`config.mk`:
```
export PLATFORM = sky130hd
export DESIGN_NAME = scReceiver
export DESIGN_NICKNAME = d
export VERILOG_FILES = /design/src/source/scWordPkg.sv /design/src/source/scTimingPkg.sv /design/src/source/scEtuBusIf.sv /design/src/source/scReceiver.sv /design/src/source/scCharWriter.sv /design/src/source/scFrameChecker.sv /design/src/source/scDataShifter.sv /design/src/source/scBitTimer.sv
export SDC_FILE = /design/constraint.sdc
export NUM_CORES = 1
export LEC_CHECK = 0
export ABC_AREA = 1
export BUFFER_PORTS_ARGS = -buffer_cell sky130_fd_sc_hd__buf_2
export CAP_MARGIN = 20
export CORE_MARGIN = 1
export CORE_UTILIZATION = 54
export CTS_CLUSTER_DIAMETER = 60
export DETAILED_ROUTE_END_ITERATION = 16
export PLACE_DENSITY_LB_ADDON = 0.15
export SYNTH_ARGS = -nofsm -noshare
export SYNTH_HDL_FRONTEND = slang
export SYNTH_SLANG_ARGS = --single-unit
```
`constraint.sdc`:
```
create_clock -name CLK_I -period 4.1 [get_ports CLK_I]
set_input_delay 0.82 -clock CLK_I [delete_from_list [all_inputs] [get_ports CLK_I]]
set_output_delay 0.82 -clock CLK_I [all_outputs]
set_load 0.03 [all_outputs]
```
`src/source/scWordPkg.sv`:
```
// ********************
// Smartcard receive word definitions
// Error codes, shifter result and the 16-bit status word
// ********************
`default_nettype none

package scWordPkg;

  // Frame verdict, framing and parity combined
  typedef enum logic [2:0] {
    ERR_NONE         = 3'd0,
    ERR_FALSE_START  = 3'd1,
    ERR_PARITY       = 3'd2,
    ERR_GUARD        = 3'd3,
    ERR_PARITY_GUARD = 3'd4
  } rxErrCode;

  // Data shifter output
  typedef struct packed {
    logic [7:0] data;      // LSB first on the line
    logic       parityOk;  // Even count of ones over data and parity
  } charResult;

  // ********************
  // Status word views
  // ********************
  typedef struct packed {
    logic       kind;      // 0 for a good character
    logic       overrun;   // Earlier word lost
    logic [5:0] reserved;
    logic [7:0] data;
  } charViewT;

  typedef struct packed {
    logic       kind;      // 1 for a bad frame
    logic       overrun;
    rxErrCode   code;
    logic [2:0] zero;
    logic [7:0] data;      // Raw byte as sampled
  } errViewT;

  // Same 16 bits, decoded by the kind bit
  typedef union packed {
    charViewT charView;
    errViewT  errView;
  } rxWord;

endpackage

`default_nettype wire

```
`src/source/scTimingPkg.sv`:
```
// ********************
// Smartcard frame timing constants
// Tick rate, sample layout and timer states
// ********************
`default_nettype none

package scTimingPkg;

  // ********************
  // Clock and tick rates
  // ********************
  localparam int QUARTER_ETU_CYCLES = 3;   // Clocks per quarter-etu tick, sim value
  localparam int TICKS_PER_ETU      = 4;
  localparam int SAMPLE_PHASE       = TICKS_PER_ETU / 2;  // Mid-bit tick

  // ********************
  // Frame sample layout
  // ********************
  localparam int SAMPLE_COUNT = 11;        // Start, 8 data, parity, guard
  localparam int START_INDEX  = 0;
  localparam int PARITY_INDEX = 9;
  localparam int GUARD_INDEX  = 10;

  // Counter widths
  localparam int DIV_W   = (QUARTER_ETU_CYCLES > 1) ? $clog2(QUARTER_ETU_CYCLES) : 1;
  localparam int PHASE_W = $clog2(TICKS_PER_ETU);
  localparam int IDX_W   = $clog2(SAMPLE_COUNT);

  // Bit timer states
  localparam logic [1:0] ST_WAIT_IDLE  = 2'd0;  // Hunting for two high ticks
  localparam logic [1:0] ST_WAIT_START = 2'd1;  // Armed, waiting for low line
  localparam logic [1:0] ST_SAMPLING   = 2'd2;  // Inside a frame

endpackage

`default_nettype wire
```
`src/source/scEtuBusIf.sv`:
```
// ********************
// Frame timer broadcast
// Mid-bit strobe with index and level, plus start pulse
// ********************
`default_nettype none

interface scEtuBusIf import scTimingPkg::*; ();

  logic             sampleStrobe;  // One clock per bit middle
  logic [IDX_W-1:0] sampleIndex;   // 0 start, 1..8 data, 9 parity, 10 guard
  logic             lineLevel;     // Synchronized line at the strobe
  logic             frameStart;    // Start edge accepted

  // Bit timer side
  modport timer (
    output sampleStrobe,
    output sampleIndex,
    output lineLevel,
    output frameStart
  );

  // Shifter and checker side
  modport analyzer (
    input sampleStrobe,
    input sampleIndex,
    input lineLevel,
    input frameStart
  );

endinterface

`default_nettype wire

```
`src/source/scReceiver.sv`:
```
// ********************
// Smartcard T=0 receiver
// Bit timer, data shifter, frame checker and Wishbone writer
// ********************
`default_nettype none

module scReceiver import scWordPkg::*; (
  input  logic  CLK_I,
  input  logic  RST_I,
  input  logic  ScIo,     // Card I/O line
  input  logic  Ignore,   // Blocks new start edges
  output logic  CYC_O,
  output logic  STB_O,
  input  logic  ACK_I,
  output rxWord DAT_O
);

  charResult shiftResult;
  logic      frameDone;
  rxErrCode  frameErr;

  // Timing broadcast
  scEtuBusIf etuBus ();

  scBitTimer u_bitTimer (
    .CLK_I  (CLK_I),
    .RST_I  (RST_I),
    .ScIo   (ScIo),
    .Ignore (Ignore),
    .bus    (etuBus.timer)
  );

  // Parallel analysis
  scDataShifter u_dataShifter (
    .CLK_I  (CLK_I),
    .RST_I  (RST_I),
    .bus    (etuBus.analyzer),
    .result (shiftResult)
  );

  scFrameChecker u_frameChecker (
    .CLK_I     (CLK_I),
    .RST_I     (RST_I),
    .bus       (etuBus.analyzer),
    .frameDone (frameDone),
    .frameErr  (frameErr)
  );

  scCharWriter u_charWriter (
    .CLK_I     (CLK_I),
    .RST_I     (RST_I),
    .result    (shiftResult),
    .frameDone (frameDone),
    .frameErr  (frameErr),
    .CYC_O     (CYC_O),
    .STB_O     (STB_O),
    .ACK_I     (ACK_I),
    .DAT_O     (DAT_O)
  );

endmodule

`default_nettype wire

```
`src/source/scCharWriter.sv`:
```
// ********************
// Smartcard character writer
// Merges verdicts into a status word, Wishbone classic master
// with sticky overrun flag
// ********************
`default_nettype none

module scCharWriter import scWordPkg::*; (
  input  logic      CLK_I,
  input  logic      RST_I,
  input  charResult result,
  input  logic      frameDone,
  input  rxErrCode  frameErr,
  output logic      CYC_O,
  output logic      STB_O,
  input  logic      ACK_I,
  output rxWord     DAT_O
);

  logic       stb;         // Cycle in progress
  logic       overrun;     // Word dropped since last accepted one
  rxErrCode   mergedErr;
  logic [7:0] byteOut;
  rxWord      nextWord;

  assign CYC_O = stb;  // Single-transfer cycles
  assign STB_O = stb;

  // ********************
  // Verdict merge
  // ********************
  always_comb
  begin
    mergedErr = frameErr;
    if (!result.parityOk)
    begin
      case (frameErr)
        ERR_NONE:  mergedErr = ERR_PARITY;
        ERR_GUARD: mergedErr = ERR_PARITY_GUARD;
        default:   mergedErr = frameErr;  // False start ignores parity
      endcase
    end
  end

  // Word assembly
  always_comb
  begin
    byteOut  = (frameErr == ERR_FALSE_START) ? 8'h00 : result.data;
    nextWord = '0;
    if (mergedErr == ERR_NONE)
    begin
      nextWord.charView.kind     = 1'b0;
      nextWord.charView.overrun  = overrun;
      nextWord.charView.reserved = '0;
      nextWord.charView.data     = byteOut;
    end
    else
    begin
      nextWord.errView.kind    = 1'b1;
      nextWord.errView.overrun = overrun;
      nextWord.errView.code    = mergedErr;
      nextWord.errView.zero    = '0;
      nextWord.errView.data    = byteOut;  // Raw byte
    end
  end

  // ********************
  // Wishbone handshake
  // ********************
  always_ff @(posedge CLK_I)
  begin
    if (RST_I)
    begin
      stb     <= 1'b0;
      overrun <= 1'b0;
      DAT_O   <= '0;
    end
    else
    begin
      if (stb && ACK_I)
        stb <= 1'b0;  // Drops on the edge after ACK
      if (frameDone)
      begin
        if (stb)
          overrun <= 1'b1;  // Previous word still pending, drop this one
        else
        begin
          DAT_O   <= nextWord;
          stb     <= 1'b1;
          overrun <= 1'b0;  // Reported in this word
        end
      end
    end
  end

endmodule

`default_nettype wire

```
`src/source/scFrameChecker.sv`:
```
// ********************
// Smartcard frame checker
// Start-bit and guard checks, end-of-frame pulse
// ********************
`default_nettype none

module scFrameChecker import scTimingPkg::*, scWordPkg::*; (
  input  logic     CLK_I,
  input  logic     RST_I,
  scEtuBusIf.analyzer bus,
  output logic     frameDone,
  output rxErrCode frameErr
);

  logic falseStart;    // Sample 0 was high
  logic guardLow;      // Sample 10 was low
  logic startSample;
  logic guardSample;

  assign startSample = bus.sampleStrobe && (bus.sampleIndex == IDX_W'(START_INDEX));
  assign guardSample = bus.sampleStrobe && (bus.sampleIndex == IDX_W'(GUARD_INDEX));

  // ********************
  // Flag capture
  // ********************
  always_ff @(posedge CLK_I)
  begin
    if (RST_I)
    begin
      frameDone  <= 1'b0;
      falseStart <= 1'b0;
      guardLow   <= 1'b0;
    end
    else
    begin
      // Frame ends at guard, or early on a glitch start
      frameDone <= (startSample && bus.lineLevel) || guardSample;
      if (bus.frameStart)
      begin
        falseStart <= 1'b0;
        guardLow   <= 1'b0;
      end
      if (startSample)
        falseStart <= bus.lineLevel;
      if (guardSample)
        guardLow <= !bus.lineLevel;  // Card holds line low to signal error
    end
  end

  // Framing verdict, false start wins
  always_comb
  begin
    if (falseStart)
      frameErr = ERR_FALSE_START;
    else if (guardLow)
      frameErr = ERR_GUARD;
    else
      frameErr = ERR_NONE;
  end

endmodule

`default_nettype wire

```
`src/source/scDataShifter.sv`:
```
// ********************
// Smartcard data shifter
// Collects the data byte and the even-parity verdict
// ********************
`default_nettype none

module scDataShifter import scTimingPkg::*, scWordPkg::*; (
  input  logic      CLK_I,
  input  logic      RST_I,
  scEtuBusIf.analyzer bus,
  output charResult result
);

  logic [7:0] dataReg;
  logic       parityAcc;     // XOR of data and parity samples
  logic       dataSample;
  logic       paritySample;

  // Samples 1 to 8 carry data
  assign dataSample   = bus.sampleStrobe &&
                        (bus.sampleIndex > IDX_W'(START_INDEX)) &&
                        (bus.sampleIndex < IDX_W'(PARITY_INDEX));
  assign paritySample = bus.sampleStrobe && (bus.sampleIndex == IDX_W'(PARITY_INDEX));

  // Running parity over 9 bits
  always_ff @(posedge CLK_I)
  begin
    if (RST_I)
      parityAcc <= 1'b0;
    else if (bus.frameStart)
      parityAcc <= 1'b0;
    else if (dataSample || paritySample)
      parityAcc <= parityAcc ^ bus.lineLevel;
  end

  // Direct convention, LSB first
  always_ff @(posedge CLK_I)
  begin
    if (bus.frameStart)
      dataReg <= '0;                             // Stays zero on a false start
    else if (dataSample)
      dataReg <= {bus.lineLevel, dataReg[7:1]};  // New bit enters at the top
  end

  // Stable from the clock after the guard strobe
  assign result.data     = dataReg;
  assign result.parityOk = !parityAcc;

endmodule

`default_nettype wire

```
`src/source/scBitTimer.sv`:
```
// ********************
// Smartcard receive bit timer
// Quarter-etu ticks, idle and start detect,
// mid-bit sample strobes for one T=0 frame
// ********************
`default_nettype none

module scBitTimer import scTimingPkg::*; (
  input  logic CLK_I,
  input  logic RST_I,
  input  logic ScIo,
  input  logic Ignore,
  scEtuBusIf.timer bus
);

  logic [1:0]         syncQ;      // Two-flop line synchronizer
  logic               lineSync;
  logic [DIV_W-1:0]   divCnt;     // Clock divider for ticks
  logic               tick;
  logic [1:0]         state;
  logic               sawHigh;    // Previous tick saw the line high
  logic [PHASE_W-1:0] phaseCnt;   // Tick position inside the bit
  logic [PHASE_W-1:0] phaseNext;
  logic [IDX_W-1:0]   bitIdx;     // Next sample index

  assign lineSync  = syncQ[1];
  assign tick      = (divCnt == DIV_W'(QUARTER_ETU_CYCLES - 1));
  assign phaseNext = phaseCnt + 1'b1;  // Wraps once per etu

  // Async line into the clock domain
  always_ff @(posedge CLK_I)
  begin
    syncQ <= {syncQ[0], ScIo};
  end

  // Free-running tick divider
  always_ff @(posedge CLK_I)
  begin
    if (RST_I)
      divCnt <= '0;
    else if (tick)
      divCnt <= '0;
    else
      divCnt <= divCnt + 1'b1;
  end

  // ********************
  // Frame sequencing
  // ********************
  always_ff @(posedge CLK_I)
  begin
    if (RST_I)
    begin
      state            <= ST_WAIT_IDLE;
      sawHigh          <= 1'b0;
      phaseCnt         <= '0;
      bitIdx           <= '0;
      bus.sampleStrobe <= 1'b0;
      bus.frameStart   <= 1'b0;
    end
    else
    begin
      bus.sampleStrobe <= 1'b0;  // Pulses by default
      bus.frameStart   <= 1'b0;
      if (tick)
      begin
        case (state)
          ST_WAIT_IDLE:
          begin
            sawHigh <= lineSync;
            if (lineSync && sawHigh)
              state <= ST_WAIT_START;  // Two high ticks in a row
          end
          ST_WAIT_START:
          begin
            if (!lineSync)
            begin
              if (Ignore)
              begin
                // Low line under Ignore, rearm idle detect
                state   <= ST_WAIT_IDLE;
                sawHigh <= 1'b0;
              end
              else
              begin
                state          <= ST_SAMPLING;
                bus.frameStart <= 1'b1;
                phaseCnt       <= '0;   // Start tick is tick 0
                bitIdx         <= '0;
              end
            end
          end
          ST_SAMPLING:
          begin
            phaseCnt <= phaseNext;
            if (phaseNext == PHASE_W'(SAMPLE_PHASE))  // Ticks 2 + 4k
            begin
              bus.sampleStrobe <= 1'b1;
              bus.sampleIndex  <= bitIdx;
              bus.lineLevel    <= lineSync;
              bitIdx           <= bitIdx + 1'b1;
              // Guard sampled, or high start bit means a glitch
              if ((bitIdx == IDX_W'(START_INDEX) && lineSync) ||
                  bitIdx == IDX_W'(GUARD_INDEX))
              begin
                state   <= ST_WAIT_IDLE;
                sawHigh <= 1'b0;
              end
            end
          end
          default:
            state <= ST_WAIT_IDLE;
        endcase
      end
    end
  end

endmodule

`default_nettype wire

```
==> results of run 1 <==
==> per-layer routing <==
metal	routed length, um	vias up
li1	-	830
met1	1640	701
met2	1670	25
met3	108	7
met4	55	0
met5	0	-
==> sequential cells by signal (all words and copies together), names as in the netlist, 2 cells and up <==
signal / flops
u_bitTimer.bus.sampleIndex: 4
u_bitTimer.syncQ: 2
u_bitTimer.bitIdx: 4
u_charWriter.DAT_O: 13
u_bitTimer.state: 2
u_bitTimer.phaseCnt: 2
u_dataShifter.dataReg: 8
u_bitTimer.divCnt: 2
==> metrics by stage <==
| stage | cell area, um^2 | utilization, % | instances | power, uW |
|---|---|---|---|---|
| final | 2200 | 63.8 | 310 | 804 |
| after detailed placement | 2110 | 61.3 | 303 | 542 |
| after CTS | 2200 | 63.8 | 310 | 815 |
| after global placement | 2110 | 61.3 | 303 | 540 |
| after global routing | 2200 | 63.8 | 310 | 844 |
| after floorplan | 2020 | - | 247 | 533 |
==> final timing paths <==
check,from,end,cells after the start
setup / recovery,u_bitTimer.state[0]$_SDFFE_PP0P_,u_bitTimer.bus.sampleIndex[0]$_DFFE_PP_,4
hold / removal,u_bitTimer.syncQ[0]$_DFF_P_,u_bitTimer.syncQ[1]$_DFF_P_,0
setup reg to reg,u_bitTimer.state[0]$_SDFFE_PP0P_,u_bitTimer.bus.sampleIndex[0]$_DFFE_PP_,4
hold reg to reg,u_bitTimer.syncQ[0]$_DFF_P_,u_bitTimer.syncQ[1]$_DFF_P_,0
==> synth_stat cells, drive strengths merged <==
cell	instances
a211oi	1
a21oi	13
a22oi	9
a31oi	1
buf	8
clkbuf	1
conb	1
dfxtp	42
edfxtp	5
ha	9
inv	34
nand2	40
nand3	14
nand4	3
nor2	36
nor3	4
nor3b	1
nor4	4
o211ai	1
o21a	1
o21ai	14
o31ai	1
or2	1
xor2	1
==> worst max-delay path, cell delays in order, from the launching register on <==
cell and delay [ns]:
dfxtp_1 0.34, inv_1 0.08, ha_1 0.28, inv_1 0.12
nor4_1 0.77
==> kinds of logic after synthesis <==
family | count (synthesis) | share of synthesized area [%]
XOR/XNOR | 1 | 0.436
flip-flops | 47 | 49.3
AND/OR/NAND/NOR | 103 | 23.2
adder cells (fa/ha/maj) | 9 | 5.60
AO/OA/AOI/OAI | 41 | 11.9
buffers and inverters | 43 | 9.34
other | 1 | 0.187
==> final cells by class <==
| class | instances | area (um^2) | area share, % |
|---|---|---|---|
| Inverter | 34 | 128 | 5.81 |
| Clock inverter | 1 | 5.00 | 0.228 |
| Timing Repair Buffer | 19 | 95.1 | 4.33 |
| Multi-Input combinational cell | 157 | 838 | 38.2 |
| Sequential cell | 47 | 991 | 45.1 |
| Tap cell | 46 | 57.6 | 2.62 |
| Clock buffer | 6 | 82.6 | 3.76 |
==> layout by cell type, fill, tap and decap left out, types with 2 or more instances in the layout <==
master	netlist	routed
a21oi_1	13	13
inv_1	32	32
nand2_1	40	40
inv_2	2	2
ha_1	9	9
nand3_1	13	13
nor4_1	4	4
nand4_1	2	2
edfxtp_1	5	5
nor2_1	33	33
conb_1	1	3
o21ai_0	14	14
clkbuf_8	0	6
buf_2	3	19
a22oi_1	9	9
nor3_1	4	4
dfxtp_1	42	42
nor2_4	2	2
==> power by group through the flow <==
| stage | combinational (uW) | clock (uW) | sequential (uW) |
|---|---|---|---|
| after floorplan | 40.7 | 0 | 492 |
| after global placement | 46.1 | 0 | 494 |
| after detailed placement | 47.1 | 0 | 495 |
| after CTS | 47.4 | 284 | 484 |
| after global routing | 56.1 | 303 | 485 |
| final | 47.2 | 273 | 484 |
==> results_dict.tcl, run 1 <==
set metrics [dict create \
    grt_max_degree 21 \
    period_share_pct 47.9 \
    power_frac_seq_pct 60.2 \
    cts_buffers 5 \
    die_h_um 63 \
    yosysTopAreaCell "dfxtp_1" \
    routabilityCongestion 0.805 \
    hold_viol_final 0 \
    worstPathArrival_ns 1.88 \
    cts_tree "yes" \
    met1_usage_pct 22.6 \
    p_sw_uw 179 \
    grt_first_pass_wirelength_mm 6.05 \
    max_slew.worst_pin.slew_ns 0.873 \
    slew_viol_final 0 \
    antenna_found_initial 0 \
    ys.warnings.count 0 \
    io_buffers 19 \
    cts.hold.buffers_added 0 \
    htree_levels 2 \
    met3_usage_pct 5.47 \
    power_leakage_uw 0.000955 \
    grtUsageMet2_pct 33.2 \
    outcome "finished, final reports clean" \
    fin_worst_skew_ns 0.00749 \
    clkTransAtPathRegs_ns 0.08 \
    crit_type "flop to flop" \
    ys_types 31 \
    combPwrFrac_pct 5.9 \
    hold_ws_ns 0.335 \
    rsz0062_at_grt "no" \
    dr.pass1.iters 4 \
    setup.worst_path.end_class "flop" \
    track_usage_pct 19.5 \
    grt_overflow 0 \
    route.detailed.drc 0 \
    critPathRequiredTime_ns 4.02 \
    io_pins 23 \
    synth_top_area_share_pct 41.8 \
    final_nets 278 \
    period_needed_ns 1.97 \
    clock.fmax_ghz 0.509 \
    synth_top_cells_by_area "dfxtp_1 (42%), edfxtp_1 (7.5%), nand2_1 (7.5%)" \
    synth_seq_area_share_pct 49.3 \
    synth_seq_cells 47 \
    first_iter_violations 146 \
    ir_drop_uv 160 \
    pre_cts_slack_ns 1.83 \
    reg2reg_slack_ns 2.13 \
    post_cts_resized 0 \
    antenna_cells 0 \
    postCtsSetupBuffers 0 \
    synthCells 245 \
    cts.sinks 47 \
    insertion_delay_ns 0.29 \
    slew_headroom_pct 41.3 \
    hpwl_mm 2.52 \
    die_area_um2 3970 \
    drive_gt1_share_pct 13.3 \
    core_um2 3440 \
    p_int_uw 625 \
    std_cell_rows 21 \
    final_antenna_net_count 0 \
    finalSetupViolations 0 \
    crit_path_start_kind "flop" \
    nFillCells 317 \
    maxCapViolations 0 \
    powerDensity_nw_per_um2 366 \
    wl_per_cell_um 11.2 \
    clkPwrFrac_pct 33.9 \
    syn_area_per_cell_um2 8.20 \
    switching_share_pct 22.2 \
    setup_ws_ns 2.13 \
    die_w_um 63 \
    hold_path_class "flop to flop" \
    first_global_vias 1451 \
    via_count 1563 \
    syn2layout_area_growth_pct 9.34 \
    routed_via_density 5.04 \
    fin_tns_setup_ns 0 \
    wirelength_mm 3.47 \
    root_buffer "clkbuf_8" \
    cts_buffer_depth 2 \
    top_usage_layer "met2" \
    timing.critical_path.fanout_max 7 \
    start_util_pct 58.4 \
    synth_area_um2 2010 \
]
Note: power is estimated with default switching activity, not from simulation.
==> inputs of run 2 (changes only) <==
ABC_AREA = 0   (was 1)
clock period = 2 ns   (was 4.1 ns; I/O delays follow)
==> results_dict.tcl, run 2 <==
set metrics [dict create \
    grt_max_degree 28 \
    die_w_um 62.6 \
    hold_viol_final 0 \
    rsz0062_at_grt "no" \
    first_global_vias 1470 \
    outcome "finished, final reports clean" \
    ir_drop_uv 485 \
    postCtsSetupBuffers 0 \
    wl_per_cell_um 13.2 \
    cts_tree "yes" \
    cts.hold.buffers_added 0 \
    antenna_cells 0 \
    std_cell_rows 21 \
    io_pins 23 \
    hold_end "u_bitTimer.syncQ[0]$_DFF_P_" \
    yosysTopAreaCell "dfxtp_1" \
    syn_area_per_cell_um2 9.68 \
    synth_top_cells_by_area "dfxtp_1 (42%), edfxtp_1 (7.6%), ha_1 (5.7%)" \
    period_share_pct 92.8 \
    ys_types 40 \
    cts.sinks 47 \
    synthCells 205 \
    largest-register "u_charWriter.DAT_O" \
    hold_ws_ns 0.136 \
    core_um2 3420 \
    setup.worst_path.end_class "flop" \
    dr.pass1.iters 4 \
    first_iter_violations 35 \
    ys.warnings.count 0 \
    final_cell_mix "dfxtp_1 (42), nor2_1 (23), a21oi_1 (22)" \
    routabilityCongestion 0.796 \
    holdCritStartpoint "ScIo" \
    hpwl_mm 2.54 \
    die_h_um 62.6 \
    worstPathArrival_ns 2.09 \
    synth_seq_cells 47 \
    final_antenna_net_count 0 \
    synth_edf_count 5 \
    power_leakage_uw 0.000911 \
    grt_first_pass_wirelength_mm 6.41 \
    drive_gt1_share_pct 16.1 \
    slew_headroom_pct 50.4 \
    min_path_cells 1 \
    final_common_cell "dfxtp_1" \
    dpl.cell_count 262 \
    largest_registers "u_charWriter.DAT_O x13, u_dataShifter.dataReg x8" \
    cts_buffer_depth 2 \
    worstReg2RegEnd "u_bitTimer.state[1]$_SDFFE_PP0P_" \
    final_nets 237 \
    routed_via_density 5.55 \
    hold_path_class "input pin to flop" \
    fin_tns_setup_ns 0 \
    cts_buffers 5 \
    clock.fmax_ghz 0.539 \
    ys.flop_type "dfxtp_1" \
    powerDensity_nw_per_um2 721 \
    antenna_found_initial 0 \
    multi_input_area_um2 910 \
    via_count 1498 \
    syn2layout_area_growth_pct 10.0 \
    synth_seq_area_share_pct 49.9 \
    wirelength_mm 3.57 \
    worst_r2r_path_depth 5 \
    die_area_um2 3920 \
    insertion_delay_ns 0.36 \
    maxCapViolations 0 \
    period_needed_ns 1.86 \
    route.detailed.drc 0 \
    timing.critical_path.fanout_max 11 \
    htree_levels 2 \
    async_flop_share_pct 0 \
    largest_reg_flops 13 \
    start_util_pct 58.1 \
    r2r-start "u_bitTimer.state[0]$_SDFFE_PP0P_" \
    track_usage_pct 20.6 \
    crit_path_start_kind "flop" \
    critPathRequiredTime_ns 2.24 \
    fin_worst_skew_ns 0.0107 \
    finalSetupViolations 0 \
    max_slew.worst_pin.slew_ns 0.744 \
    nFillCells 302 \
    reg2reg_slack_ns 0.14 \
    root_buffer "clkbuf_4" \
    fin_cells 270 \
    synth_common_cells "dfxtp_1 (42), nor2_1 (23), a21oi_1 (22)" \
    crit_type "flop to flop" \
    slew_viol_final 0 \
    clkTransAtPathRegs_ns 0.12 \
    synth_most_common_cell "dfxtp_1" \
    ff_latch_area_um2 991 \
    io_buffers 19 \
    grt_overflow 0 \
    synth_top_area_share_pct 42.4 \
    synth_area_um2 1980 \
]
## run 2: cell types whose count changed after synthesis, moves of 4 or more
cell / change
a21oi_1: +9
a22oi_1: -9
clkbuf_1: +6
inv_1: -23
mux2i_1: +9
nand2_1: -33
nand2b_1: +4
nand3_1: -11
nand4_1: +4
nor2_1: -10
nor3b_1: +8
o21ai_0: -5
## run 2: cell type report
cell class / instances / area share (%)
clock buffer: 7 / 3.50
timing repair buffer: 21 / 5.04
clock inverter: 1 / 0.229
multi-input combinational: 139 / 41.7
tap: 46 / 2.64
sequential: 47 / 45.4
inverter: 9 / 1.55
## run 2: kinds of logic after synthesis
| group | after synthesis | synth area share, % |
|---|---|---|
| AND/OR/NAND/NOR | 73 | 20.9 |
| flip-flops | 47 | 49.9 |
| AO/OA/AOI/OAI | 42 | 12.5 |
| buffers and inverters | 21 | 4.73 |
| multiplexers | 10 | 5.11 |
| adder cells (fa/ha/maj) | 9 | 5.67 |
| XOR/XNOR | 2 | 0.883 |
| other | 1 | 0.189 |
## run 2: layer usage
metal / wire (um) / track usage, % / up-vias
met3: 166 / 6.39 / 8
met5: 0 / 0 / -
met1: 1750 / 25.1 / 702
met4: 51 / 5.81 / 0
li1: - / - / 751
met2: 1610 / 34.6 / 37
## run 2: power breakdown
group	internal [uW]	total (uW)	switching, uW
clock network	246	538	292
logic	24.3	66.4	42.1
registers	963	970	6.89
total	1230	1570	341
## run 2: what timing repair did
item / CTS / global route
setup endpoints to repair: 0 / 2
resized for setup: 0 / 1
endpoints found under the hold margin: 0 / 0
## run 2: per-stage QoR
stage | total power, uW | util, % | setup slack [ns] | area (um^2)
floorplan | 1040 | - | 0.369 | 1990
global placement | 1050 | 61.5 | 0.226 | 2100
detailed placement | 1060 | 61.5 | 0.0993 | 2100
CTS | 1590 | 63.8 | 0.0747 | 2180
global route | 1630 | 63.9 | 0.0546 | 2180
finish | 1570 | 63.9 | 0.144 | 2180
## run 2: how the worst max path moves through the flow
| stage | slack (ns) | start | to | depth (start not counted) |
|---|---|---|---|---|
| floorplan | 0.37 | u_bitTimer.state[0]$_SDFFE_PP0P_ | u_bitTimer.sawHigh$_SDFFE_PP0P_ | 6 |
| global placement | 0.23 | u_bitTimer.state[0]$_SDFFE_PP0P_ | u_bitTimer.sawHigh$_SDFFE_PP0P_ | 6 |
| detailed placement | 0.1 | u_bitTimer.state[0]$_SDFFE_PP0P_ | u_bitTimer.sawHigh$_SDFFE_PP0P_ | 6 |
| CTS | 0.07 | u_bitTimer.state[0]$_SDFFE_PP0P_ | u_bitTimer.sawHigh$_SDFFE_PP0P_ | 6 |
| global route | 0.05 | u_bitTimer.state[0]$_SDFFE_PP0P_ | u_bitTimer.sawHigh$_SDFFE_PP0P_ | 6 |
| finish | 0.14 | u_bitTimer.state[0]$_SDFFE_PP0P_ | u_bitTimer.state[1]$_SDFFE_PP0P_ | 5 |
## run 2: worst max-delay path: stages (launching register included)
cell,delay [ns]
dfxtp_1,0.40
inv_1,0.09
ha_2,0.26
a21boi_0,0.15
a221o_1,0.41
o41ai_1,0.44
==> inputs of run 3 (changes only) <==
PLACE_DENSITY = 0.8   (was default)
PLACE_DENSITY_LB_ADDON = default   (was 0.15)
SETUP_SLACK_MARGIN = 0.4   (was default)
==> results_dict.tcl, run 3 (same netlist as run 2, synthesis figures left out) <==
set metrics [dict create \
    cts_buffer_depth 2 \
    antenna_cells 0 \
    fin_tns_setup_ns 0 \
    final_nets 247 \
    via_count 1545 \
    routabilityCongestion 0.709 \
    io_pins 23 \
    wl_per_cell_um 13.7 \
    grt_max_degree 28 \
    finalSetupViolations 0 \
    maxCapViolations 0 \
    start_util_pct 58.1 \
    ir_drop_uv 563 \
    timing.critical_path.fanout_max 7 \
    final_antenna_net_count 0 \
    cts.sinks 47 \
    track_usage_pct 20.7 \
    routed_via_density 5.52 \
    outcome "finished, final reports clean" \
    largest_registers "u_charWriter.DAT_O x13, u_dataShifter.dataReg x8" \
    core_um2 3420 \
    drive_gt1_share_pct 25.2 \
    cts_buffers 5 \
    clkTransAtPathRegs_ns 0.13 \
    syn2layout_area_growth_pct 17.4 \
    fin_cells 280 \
    critPathRequiredTime_ns 2.30 \
    crit_path_start_kind "flop" \
    total_power_uw 1620 \
    hold_viol_final 0 \
    slew_viol_final 0 \
    largest_reg_flops 13 \
    final_common_cell "dfxtp_1" \
    die_h_um 62.6 \
    cts_tree "yes" \
    std_cell_rows 21 \
    route.detailed.drc 0 \
    hpwl_mm 2.44 \
    powerDensity_nw_per_um2 697 \
    antenna_found_initial 0 \
    htree_levels 2 \
    rsz0062_at_grt "yes" \
    hold_path_class "input pin to flop" \
    wirelength_mm 3.84 \
    root_buffer "clkbuf_4" \
    power_leakage_uw 0.000973 \
    worstPathArrival_ns 1.97 \
    insertion_delay_ns 0.37 \
    fin_worst_skew_ns 0.0145 \
    period_share_pct 83.5 \
    dpl.cell_count 264 \
    grt_overflow 0 \
    die_w_um 62.6 \
    first_iter_violations 82 \
    dr.pass1.iters 4 \
    first_global_vias 1387 \
    setup.worst_path.end_class "flop" \
    io_buffers 19 \
    die_area_um2 3920 \
    grt_first_pass_wirelength_mm 6.36 \
    clock.fmax_ghz 0.599 \
    period_needed_ns 1.67 \
    largest-register "u_charWriter.DAT_O" \
    final_cell_mix "dfxtp_1 (38), nor2_1 (23), a21oi_1 (22)" \
    crit_type "flop to flop" \
]
-- run 3: repair_timing --
action,4_1_cts,5_1_grt
resized for setup,10,11
pin swaps,4,7
setup buffers,3,5
endpoints found under the setup margin,4,14
hold buffers,0,0
cloned,0,0
-- run 3: area by class of cell --
type / count / area [um^2]
Clock buffer: 7 / 76.3
Clock inverter: 1 / 8.76
Fill cell: 276 / 1090
Inverter: 9 / 36.3
Multi-Input combinational cell: 139 / 965
Sequential cell: 47 / 1000
Tap cell: 46 / 57.6
Timing Repair Buffer: 31 / 185
-- run 3: worst paths after layout --
path,startpoint,endpoint,slack (ns),cells past startpoint
worst max-delay path,u_bitTimer.syncQ[1]$_DFF_P_,u_bitTimer.bitIdx[2]$_SDFFE_PP0P_,0.33,4
worst min-delay path,ScIo,u_bitTimer.syncQ[0]$_DFF_P_,0.13,1
worst max register to register,u_bitTimer.syncQ[1]$_DFF_P_,u_bitTimer.bitIdx[2]$_SDFFE_PP0P_,0.33,4
worst min register to register,u_bitTimer.syncQ[0]$_DFF_P_,u_bitTimer.syncQ[1]$_DFF_P_,0.34,0
-- run 3: through the flow --
| step | cell area [um^2] | worst slack (ns) | utilization (%) | hold WS, ns |
|---|---|---|---|---|
| 2_1_floorplan | 2000 | 0.401 | - | 0.310 |
| 3_3_place_gp | 2110 | 0.255 | 61.9 | 0.310 |
| 3_5_place_dp | 2110 | 0.196 | 61.9 | 0.314 |
| 4_1_cts | 2260 | 0.371 | 66.1 | 0.116 |
| 5_1_grt | 2330 | 0.282 | 68.2 | 0.104 |
| 6_report | 2330 | 0.331 | 68.2 | 0.128 |
-- run 3: critical path: stages (launching register included) --
cell     delay [ns]
dfxtp_1        0.41
o21ai_0        0.44
nand4_1        0.24
or3_1          0.38
a21oi_1        0.13
-- run 3: per-layer routing --
layer / global-route usage (%) / part of all wire (%)
met4: 11.3 / 2.5
met2: 33.6 / 48
met5: 0 / 0
met1: 26.0 / 47
met3: 3.83 / 2.2
-- run 3: power by group --
| group | leakage, uW | internal, uW | switching [uW] |
|---|---|---|---|
| clock | 0.0000470 | 252 | 315 |
| combinational | 0.000543 | 35.6 | 50.5 |
| sequential | 0.000383 | 960 | 10.0 |
| total | 0.000973 | 1250 | 375 |
